--- src/verilog/lanzonesPkg.sv ---
package lanzonesPkg;

   // Data path and register file sizes
   localparam int xlen     = 32;
   localparam int regAddrW = 5;
   localparam int nRegs    = 32;

   typedef logic [xlen-1:0]     word_t;
   typedef logic [regAddrW-1:0] regIdx_t;

   // Major opcodes, instruction bits [6:0]
   localparam logic [6:0] opOpImm = 7'b0010011;
   localparam logic [6:0] opOp    = 7'b0110011;
   localparam logic [6:0] opLui   = 7'b0110111;
   localparam logic [6:0] opLoad  = 7'b0000011;
   localparam logic [6:0] opStore = 7'b0100011;
   // All seven low bits set stops the core
   localparam logic [6:0] opHalt  = 7'b1111111;

   // Word-sized load and store
   localparam logic [2:0] f3Word = 3'b010;

   // Selects SUB over ADD and SRA over SRL
   localparam logic [6:0] f7Alt = 7'b0100000;

   typedef enum logic [3:0] {
      aluAdd,
      aluSub,
      aluSll,
      aluSlt,
      aluSltu,
      aluXor,
      aluSrl,
      aluSra,
      aluOr,
      aluAnd,
      aluPassB
   } aluOp_t;

   // No jumps or branches, so the PC only steps by one word
   localparam int pcStep = 4;

endpackage

--- src/verilog/aluUnit.sv ---
`timescale 1ns/1ps

module aluUnit import lanzonesPkg::*; (
   input  word_t  rs1Data,
   input  word_t  rs2Data,
   input  word_t  imm,
   input  logic   useImm,
   input  aluOp_t aluOp,
   output word_t  aluResult
);

   word_t      opB;
   logic [4:0] shamt;

   assign opB   = useImm ? imm : rs2Data;
   assign shamt = opB[4:0];

   always_comb begin
      case (aluOp)
         aluAdd:   aluResult = rs1Data + opB;
         aluSub:   aluResult = rs1Data - opB;
         aluSll:   aluResult = rs1Data << shamt;
         aluSlt:   aluResult = ($signed(rs1Data) < $signed(opB)) ? 32'd1 : 32'd0;
         aluSltu:  aluResult = (rs1Data < opB) ? 32'd1 : 32'd0;
         aluXor:   aluResult = rs1Data ^ opB;
         aluSrl:   aluResult = rs1Data >> shamt;
         // Sign bit fills from the left
         aluSra:   aluResult = $signed(rs1Data) >>> shamt;
         aluOr:    aluResult = rs1Data | opB;
         aluAnd:   aluResult = rs1Data & opB;
         aluPassB: aluResult = opB;
         default:  aluResult = '0;
      endcase
   end

endmodule

--- src/verilog/busSequencer.sv ---
`timescale 1ns/1ps

module busSequencer import lanzonesPkg::*; (
   input  logic    clk,
   input  logic    rstn,
   input  logic    loadEn,
   output logic    halt,
   output logic    busRdy,
   output word_t   busAddr,
   output logic    busWEn,
   output word_t   busWData,
   input  logic    busVld,
   input  word_t   busRData,
   output word_t   instWord,
   input  logic    writesReg,
   input  logic    isLoad,
   input  logic    isStore,
   input  logic    stop,
   input  regIdx_t rd,
   input  word_t   rs2Data,
   input  word_t   aluResult,
   output logic    rfWEn,
   output regIdx_t rfWAddr,
   output word_t   rfWData
);

   typedef enum logic [1:0] {
      stFetch,
      stExec,
      stMem
   } seqState_t;

   seqState_t state;
   word_t     pc;
   word_t     nextPc;
   logic      xfer;

   assign nextPc = pc + word_t'(pcStep);
   assign xfer   = busRdy && busVld;

   // Control state
   always_ff @(posedge clk) begin
      if (!rstn) begin
         halt     <= 1'b1;
         busRdy   <= 1'b0;
         busWEn   <= 1'b0;
         pc       <= '0;
         instWord <= '0;
         state    <= stFetch;
      end
      else if (halt) begin
         if (loadEn) begin
            halt <= 1'b0;
         end
      end
      else begin
         case (state)
            stFetch: begin
               if (xfer) begin
                  instWord <= busRData;
                  busRdy   <= 1'b0;
                  state    <= stExec;
               end
               else if (!busRdy) begin
                  busRdy <= 1'b1;
               end
            end
            stExec: begin
               if (stop) begin
                  halt  <= 1'b1;
                  state <= stFetch;
               end
               else if (isLoad || isStore) begin
                  busRdy <= 1'b1;
                  busWEn <= isStore;
                  state  <= stMem;
               end
               else begin
                  pc     <= nextPc;
                  busRdy <= 1'b1;
                  state  <= stFetch;
               end
            end
            default: begin
               if (xfer) begin
                  busRdy <= 1'b0;
                  busWEn <= 1'b0;
                  pc     <= nextPc;
                  state  <= stFetch;
               end
            end
         endcase
      end
   end

   // Address and write data, loaded only when a request starts
   always_ff @(posedge clk) begin
      if (!halt) begin
         if ((state == stFetch) && !busRdy) begin
            busAddr <= pc;
         end
         else if ((state == stExec) && !stop) begin
            busAddr  <= (isLoad || isStore) ? aluResult : nextPc;
            busWData <= rs2Data;
         end
      end
   end

   // ALU results retire in execute, load data on the access transfer
   assign rfWEn = (state == stExec && !halt && !stop && writesReg && !isLoad) ||
                  (state == stMem && !halt && isLoad && xfer);
   assign rfWAddr = rd;
   assign rfWData = (state == stMem) ? busRData : aluResult;

endmodule

--- src/verilog/instDecoder.sv ---
`timescale 1ns/1ps

module instDecoder import lanzonesPkg::*; (
   input  word_t   instWord,
   output regIdx_t rs1,
   output regIdx_t rs2,
   output regIdx_t rd,
   output word_t   imm,
   output aluOp_t  aluOp,
   output logic    useImm,
   output logic    writesReg,
   output logic    isLoad,
   output logic    isStore,
   output logic    stop
);

   logic [6:0] opcode;
   logic [2:0] funct3;
   logic [6:0] funct7;
   word_t      immI;
   word_t      immS;
   word_t      immShamt;
   word_t      immU;

   assign opcode = instWord[6:0];
   assign funct3 = instWord[14:12];
   assign funct7 = instWord[31:25];

   assign rs1 = instWord[19:15];
   assign rs2 = instWord[24:20];
   assign rd  = instWord[11:7];

   assign immI     = {{20{instWord[31]}}, instWord[31:20]};
   assign immS     = {{20{instWord[31]}}, instWord[31:25], instWord[11:7]};
   assign immShamt = {27'b0, instWord[24:20]};
   assign immU     = {instWord[31:12], 12'b0};

   always_comb begin
      imm       = immI;
      aluOp     = aluAdd;
      useImm    = 1'b0;
      writesReg = 1'b0;
      isLoad    = 1'b0;
      isStore   = 1'b0;
      stop      = 1'b0;

      case (opcode)
         opOpImm: begin
            useImm    = 1'b1;
            writesReg = 1'b1;
            case (funct3)
               3'b000: aluOp = aluAdd;
               3'b010: aluOp = aluSlt;
               3'b011: aluOp = aluSltu;
               3'b100: aluOp = aluXor;
               3'b110: aluOp = aluOr;
               3'b111: aluOp = aluAnd;
               3'b001: begin
                  imm   = immShamt;
                  aluOp = aluSll;
                  stop  = (funct7 != 7'b0);
               end
               default: begin
                  // Right shifts, funct7 picks logical or arithmetic
                  imm   = immShamt;
                  aluOp = (funct7 == f7Alt) ? aluSra : aluSrl;
                  stop  = (funct7 != 7'b0) && (funct7 != f7Alt);
               end
            endcase
         end
         opOp: begin
            writesReg = 1'b1;
            if (funct7 == 7'b0) begin
               case (funct3)
                  3'b000:  aluOp = aluAdd;
                  3'b001:  aluOp = aluSll;
                  3'b010:  aluOp = aluSlt;
                  3'b011:  aluOp = aluSltu;
                  3'b100:  aluOp = aluXor;
                  3'b101:  aluOp = aluSrl;
                  3'b110:  aluOp = aluOr;
                  default: aluOp = aluAnd;
               endcase
            end
            else if ((funct7 == f7Alt) && (funct3 == 3'b000)) begin
               aluOp = aluSub;
            end
            else if ((funct7 == f7Alt) && (funct3 == 3'b101)) begin
               aluOp = aluSra;
            end
            else begin
               stop = 1'b1;
            end
         end
         opLui: begin
            imm       = immU;
            aluOp     = aluPassB;
            useImm    = 1'b1;
            writesReg = 1'b1;
         end
         opLoad: begin
            useImm    = 1'b1;
            writesReg = 1'b1;
            isLoad    = 1'b1;
            stop      = (funct3 != f3Word);
         end
         opStore: begin
            imm     = immS;
            useImm  = 1'b1;
            isStore = 1'b1;
            stop    = (funct3 != f3Word);
         end
         // opHalt lands here too
         default: stop = 1'b1;
      endcase
   end

endmodule

--- src/verilog/lanzonesCore.sv ---
`timescale 1ns/1ps

module lanzonesCore import lanzonesPkg::*; (
   input  logic  clk,
   input  logic  rstn,
   input  logic  loadEn,
   output logic  halt,
   output logic  busRdy,
   output word_t busAddr,
   output logic  busWEn,
   output word_t busWData,
   input  logic  busVld,
   input  word_t busRData
);

   word_t   instWord;
   regIdx_t rs1;
   regIdx_t rs2;
   regIdx_t rd;
   word_t   imm;
   aluOp_t  aluOp;
   logic    useImm;
   logic    writesReg;
   logic    isLoad;
   logic    isStore;
   logic    stop;
   word_t   rs1Data;
   word_t   rs2Data;
   word_t   aluResult;
   logic    rfWEn;
   regIdx_t rfWAddr;
   word_t   rfWData;

   regFile i_regFile (
      .clk     (clk),
      .rstn    (rstn),
      .rs1     (rs1),
      .rs2     (rs2),
      .rs1Data (rs1Data),
      .rs2Data (rs2Data),
      .rfWEn   (rfWEn),
      .rfWAddr (rfWAddr),
      .rfWData (rfWData)
   );

   instDecoder i_instDecoder (
      .instWord  (instWord),
      .rs1       (rs1),
      .rs2       (rs2),
      .rd        (rd),
      .imm       (imm),
      .aluOp     (aluOp),
      .useImm    (useImm),
      .writesReg (writesReg),
      .isLoad    (isLoad),
      .isStore   (isStore),
      .stop      (stop)
   );

   aluUnit i_aluUnit (
      .rs1Data   (rs1Data),
      .rs2Data   (rs2Data),
      .imm       (imm),
      .useImm    (useImm),
      .aluOp     (aluOp),
      .aluResult (aluResult)
   );

   busSequencer i_busSequencer (
      .clk       (clk),
      .rstn      (rstn),
      .loadEn    (loadEn),
      .halt      (halt),
      .busRdy    (busRdy),
      .busAddr   (busAddr),
      .busWEn    (busWEn),
      .busWData  (busWData),
      .busVld    (busVld),
      .busRData  (busRData),
      .instWord  (instWord),
      .writesReg (writesReg),
      .isLoad    (isLoad),
      .isStore   (isStore),
      .stop      (stop),
      .rd        (rd),
      .rs2Data   (rs2Data),
      .aluResult (aluResult),
      .rfWEn     (rfWEn),
      .rfWAddr   (rfWAddr),
      .rfWData   (rfWData)
   );

endmodule

--- src/verilog/regFile.sv ---
`timescale 1ns/1ps

module regFile import lanzonesPkg::*; (
   input  logic    clk,
   input  logic    rstn,
   input  regIdx_t rs1,
   input  regIdx_t rs2,
   output word_t   rs1Data,
   output word_t   rs2Data,
   input  logic    rfWEn,
   input  regIdx_t rfWAddr,
   input  word_t   rfWData
);

   word_t regs [nRegs];

   always_ff @(posedge clk) begin
      if (!rstn) begin
         for (int i = 0; i < nRegs; i++) begin
            regs[i] <= '0;
         end
      end
      else if (rfWEn && (rfWAddr != '0)) begin
         // x0 is never written and stays zero from reset
         regs[rfWAddr] <= rfWData;
      end
   end

   assign rs1Data = regs[rs1];
   assign rs2Data = regs[rs2];

endmodule
--- config.mk ---
export PLATFORM = sky130hd
export DESIGN_NAME = lanzonesCore
export DESIGN_NICKNAME = d
export VERILOG_FILES = /design/src/verilog/lanzonesPkg.sv /design/src/verilog/aluUnit.sv /design/src/verilog/busSequencer.sv /design/src/verilog/instDecoder.sv /design/src/verilog/lanzonesCore.sv /design/src/verilog/regFile.sv
export SDC_FILE = /design/constraint.sdc
export NUM_CORES = 2
export LEC_CHECK = 0
export BUFFER_PORTS_ARGS = -buffer_cell sky130_fd_sc_hd__buf_2
export CORE_ASPECT_RATIO = 1.2
export CORE_UTILIZATION = 40
export CTS_CLUSTER_SIZE = 40
export DETAILED_ROUTE_END_ITERATION = 8
export PLACE_DENSITY_LB_ADDON = 0.05
export SYNTH_ARGS = -nofsm -noshare
export SYNTH_HDL_FRONTEND = slang
export SYNTH_SLANG_ARGS = --single-unit
--- constraint.sdc ---
create_clock -name clk -period 13.9 [get_ports clk]
set_input_delay 2.78 -clock clk [delete_from_list [all_inputs] [get_ports clk]]
set_output_delay 2.78 -clock clk [all_outputs]
set_load 0.01 [all_outputs]
==> results.md <==
- Critical path required time: 14,510 ps
- Setup TNS: 0 ps
- Syn-to-layout area delta: 10.0%
- Setup bufs post-CTS: 0
- Post-synth EDFFs: 1,088
- HP Class: flop to flop
- FMAX: 0.109 GHz
- Worst R2R Path Depth: 17
- CP endpoint: i_regFile.regs[1][30]$_SDFFCE_PN0P_
- Core area: 177,000 sq um
- Leak: 26.0 nW
- Root Buffer: clkbuf_16
- RSZ-0062 raised after global routing: no
- Initial Utilization: 40.4%
- Gr usage total: 40.0%
- Synth Flop Type: edfxtp_1
- Per-cell routed wire length: 43.1 microns
- CTS tree: built
- Grt total ovfl: 0
- FF-to-FF End: i_regFile.regs[1][30]$_SDFFCE_PN0P_
- Die Y: 466 microns
- Max Clock Skew: 44.0 ps
- Clk pin slew, worst setup/hold paths: 70 ps
- Net switching share of the total power: 33.8%
- Share of synthesized flip-flops with an asynchronous set or reset: 0%
- Clock network fraction of total power: 35.5%
- CTS Buffer Depth: 3
- Minimum clock period: 9200 ps
- FP Rows: 169
- Area after DPL: 74,700 sq um
- Placer Congestion: 1.09
- Critical Path End Type: flop
- Drt drc: 0
- Failing checks: max-capacitance violations, max-slew violations
- CP startpoint kind: flop
- DRT Pass-1 Iters: 6
- Finished Cell Area: 78,900 sq um
- Seq/Total Area, Yosys: 47.7%
- Total CTS buffers: 135
- Hold Fails Final Rpt: 0
- Port Buf Inserts: 102
- Least-Margin Pin Slew: 1490 ps
- Worst skew pair latency: 830 ps
- VDD IR max: 0.136 mV
- Hpwl dp: 229,000 microns
- Share of cells above drive strength 1: 19.8%
- Max_slew headroom: -0.449%
- Pin count of the biggest net entering global routing: 96
- Post-Syn Area: 71,700 sq um
- Initial DRC count: 7,773
- Sink Count: 1,165
- Cells after synthesis: 6,167
- DRT Wirelength: 366,000 microns
- Initial antenna violation count: 24
- Die X: 389 microns
- #FFs+latches synth: 1,165
- Comb pwr share: 23.5%
- Number of distinct library cells after synthesis: 126
- Sw power: 3.33 mW
- Avg Cell Area, Syn: 11.6 sq um
- First-pass GRT wire length: 495,000 microns
- Die area: 181,000 sq um
- Arr. time, crit path: 9810 ps
- Vias in the first global route: 57,200
- Final setup vio count: 0
- Seq pwr share: 41.0%
- Cts repair resizes: 0
- Synth warnings: 0
- Final #Nets: 6,184
- Slew Viols, Final: 1
- Final period util: 66.2%
- CP max FO: 34
- R2R Setup Slk: 4700 ps
- Status: finished with violations
- Via count of the routed design: 59,200
- PD cells: 125 nW/um^2
- H-Tree Level Count: 4
- Post-route ant nets: 0
- Kind of critical path: flop to flop
- Cts hold-fix bufs: 0
- Max-cap check violation count: 2
- Via-to-Cell Ratio: 6.98
- I/O pin cnt: 103
- Internal Pwr Total: 6.51 mW
[layout by cell type (no fill, tap or decap), drive strengths merged, types with 50 or more instances in the layout]
cell,count
a21oi,260
mux4,377
nor2,804
a22oi,238
a211oi,167
buf,339
and3,50
nand2,340
ha,101
nor2b,54
clkinv,57
nor3,369
o21ai,153
inv,115
dfxtp,77
clkbuf,175
edfxtp,1088
mux2i,484
nand3,121
o211ai,71
[worst min path at each step]
stage	slack, ps	startpoint	cells past startpoint	end
finish	470	i_busSequencer.instWord[0]$_SDFFE_PN0P_	2	i_busSequencer.instWord[0]$_SDFFE_PN0P_
global route	510	i_busSequencer.instWord[0]$_SDFFE_PN0P_	2	i_busSequencer.instWord[0]$_SDFFE_PN0P_
CTS	470	i_busSequencer.instWord[1]$_SDFFE_PN0P_	2	i_busSequencer.instWord[1]$_SDFFE_PN0P_
detailed placement	460	i_busSequencer.instWord[1]$_SDFFE_PN0P_	2	i_busSequencer.instWord[1]$_SDFFE_PN0P_
global placement	460	i_busSequencer.instWord[0]$_SDFFE_PN0P_	2	i_busSequencer.instWord[0]$_SDFFE_PN0P_
floorplan	440	i_busSequencer.instWord[1]$_SDFFE_PN0P_	2	i_busSequencer.instWord[1]$_SDFFE_PN0P_
[synthesized netlist by cell type, types with 137 or more instances]
| cell | n | area [sq um] |
|---|---|---|
| a22oi_1 | 235 | 1760 |
| nor3_1 | 337 | 1690 |
| mux2i_1 | 483 | 4830 |
| a211oi_1 | 158 | 1190 |
| nand2_1 | 340 | 1280 |
| mux4_2 | 376 | 8470 |
| nor2_1 | 802 | 3010 |
| a21oi_1 | 258 | 1290 |
| o21ai_0 | 137 | 686 |
| buf_2 | 161 | 806 |
| edfxtp_1 | 1088 | 32700 |
| clkbuf_1 | 320 | 1200 |
[per-stage QoR]
step | instances | utilization, % | setup WS (ps) | power [mW] | hold slack, ps
6_report | 8479 | 44.5 | 4700 | 9.84 | 473
5_1_grt | 8465 | 44.5 | 4640 | 10.0 | 507
4_1_cts | 8451 | 44.4 | 5230 | 9.75 | 473
3_5_place_dp | 8211 | 42.1 | 5290 | 6.30 | 465
3_3_place_gp | 8211 | 42.1 | 5250 | 6.30 | 457
2_1_floorplan | 6198 | - | 6860 | 5.40 | 444
[routing by layer]
metal / wire length [microns] / global-route usage (%)
met5: 156 / 0
met1: 133000 / 47.2
met4: 32400 / 30.2
met2: 167000 / 63.1
met3: 32900 / 9.71
[state kept, by name (all words and copies together), names as in the netlist, named ones only]
signal                   cells
i_busSequencer.busAddr      32
i_busSequencer.busRdy        1
i_busSequencer.busWData     32
i_busSequencer.busWEn        1
i_busSequencer.halt          1
i_busSequencer.instWord     32
i_busSequencer.pc           30
i_busSequencer.state         2
i_regFile.regs            1024
[worst max-delay path, cell delays in order, from the launching register on]
cell	delay, ps
dfxtp_4	590
buf_4	630
buf_4	720
mux4_2	590
mux4_2	520
mux2i_2	970
a22oi_1	260
ha_1	540
nor4_1	420
o2111ai_1	530
a21oi_1	630
o21ai_0	330
a211oi_1	290
a22oi_1	120
a21oi_1	1070
nor4_4	40
buf_4	320
a211oi_1	320
[logic make-up after synthesis]
kind of cell / Yosys count / share of synthesized area [%]
compound gates: 1245 / 12.3
xor+xnor: 23 / 0.281
fa+ha+maj: 103 / 1.82
buf+inv: 743 / 5.12
flops: 1165 / 47.7
mux: 895 / 19.1
other cells: 1 / 0.00523
simple gates: 1992 / 13.6
[layout make-up]
| type | count | area, sq um |
|---|---|---|
| inverter | 114 | 435 |
| sequential | 1165 | 34200 |
| clock inverter | 65 | 465 |
| multi-input combinational | 4290 | 34800 |
| clock buffer | 175 | 3670 |
| timing repair buffer | 339 | 2350 |
| antenna | 23 | 57.6 |
| tap | 2308 | 2890 |
| fill | 16400 | 98500 |
[power by group through the flow]
stage	combinational [mW]	clock [mW]	sequential, mW
floorplan	1.33	0	4.07
global placement	2.20	0	4.10
global route	2.34	3.65	4.05
finish	2.31	3.49	4.03
detailed placement	2.19	0	4.11
CTS	2.20	3.52	4.03
Power figures use the tool's default switching activity.
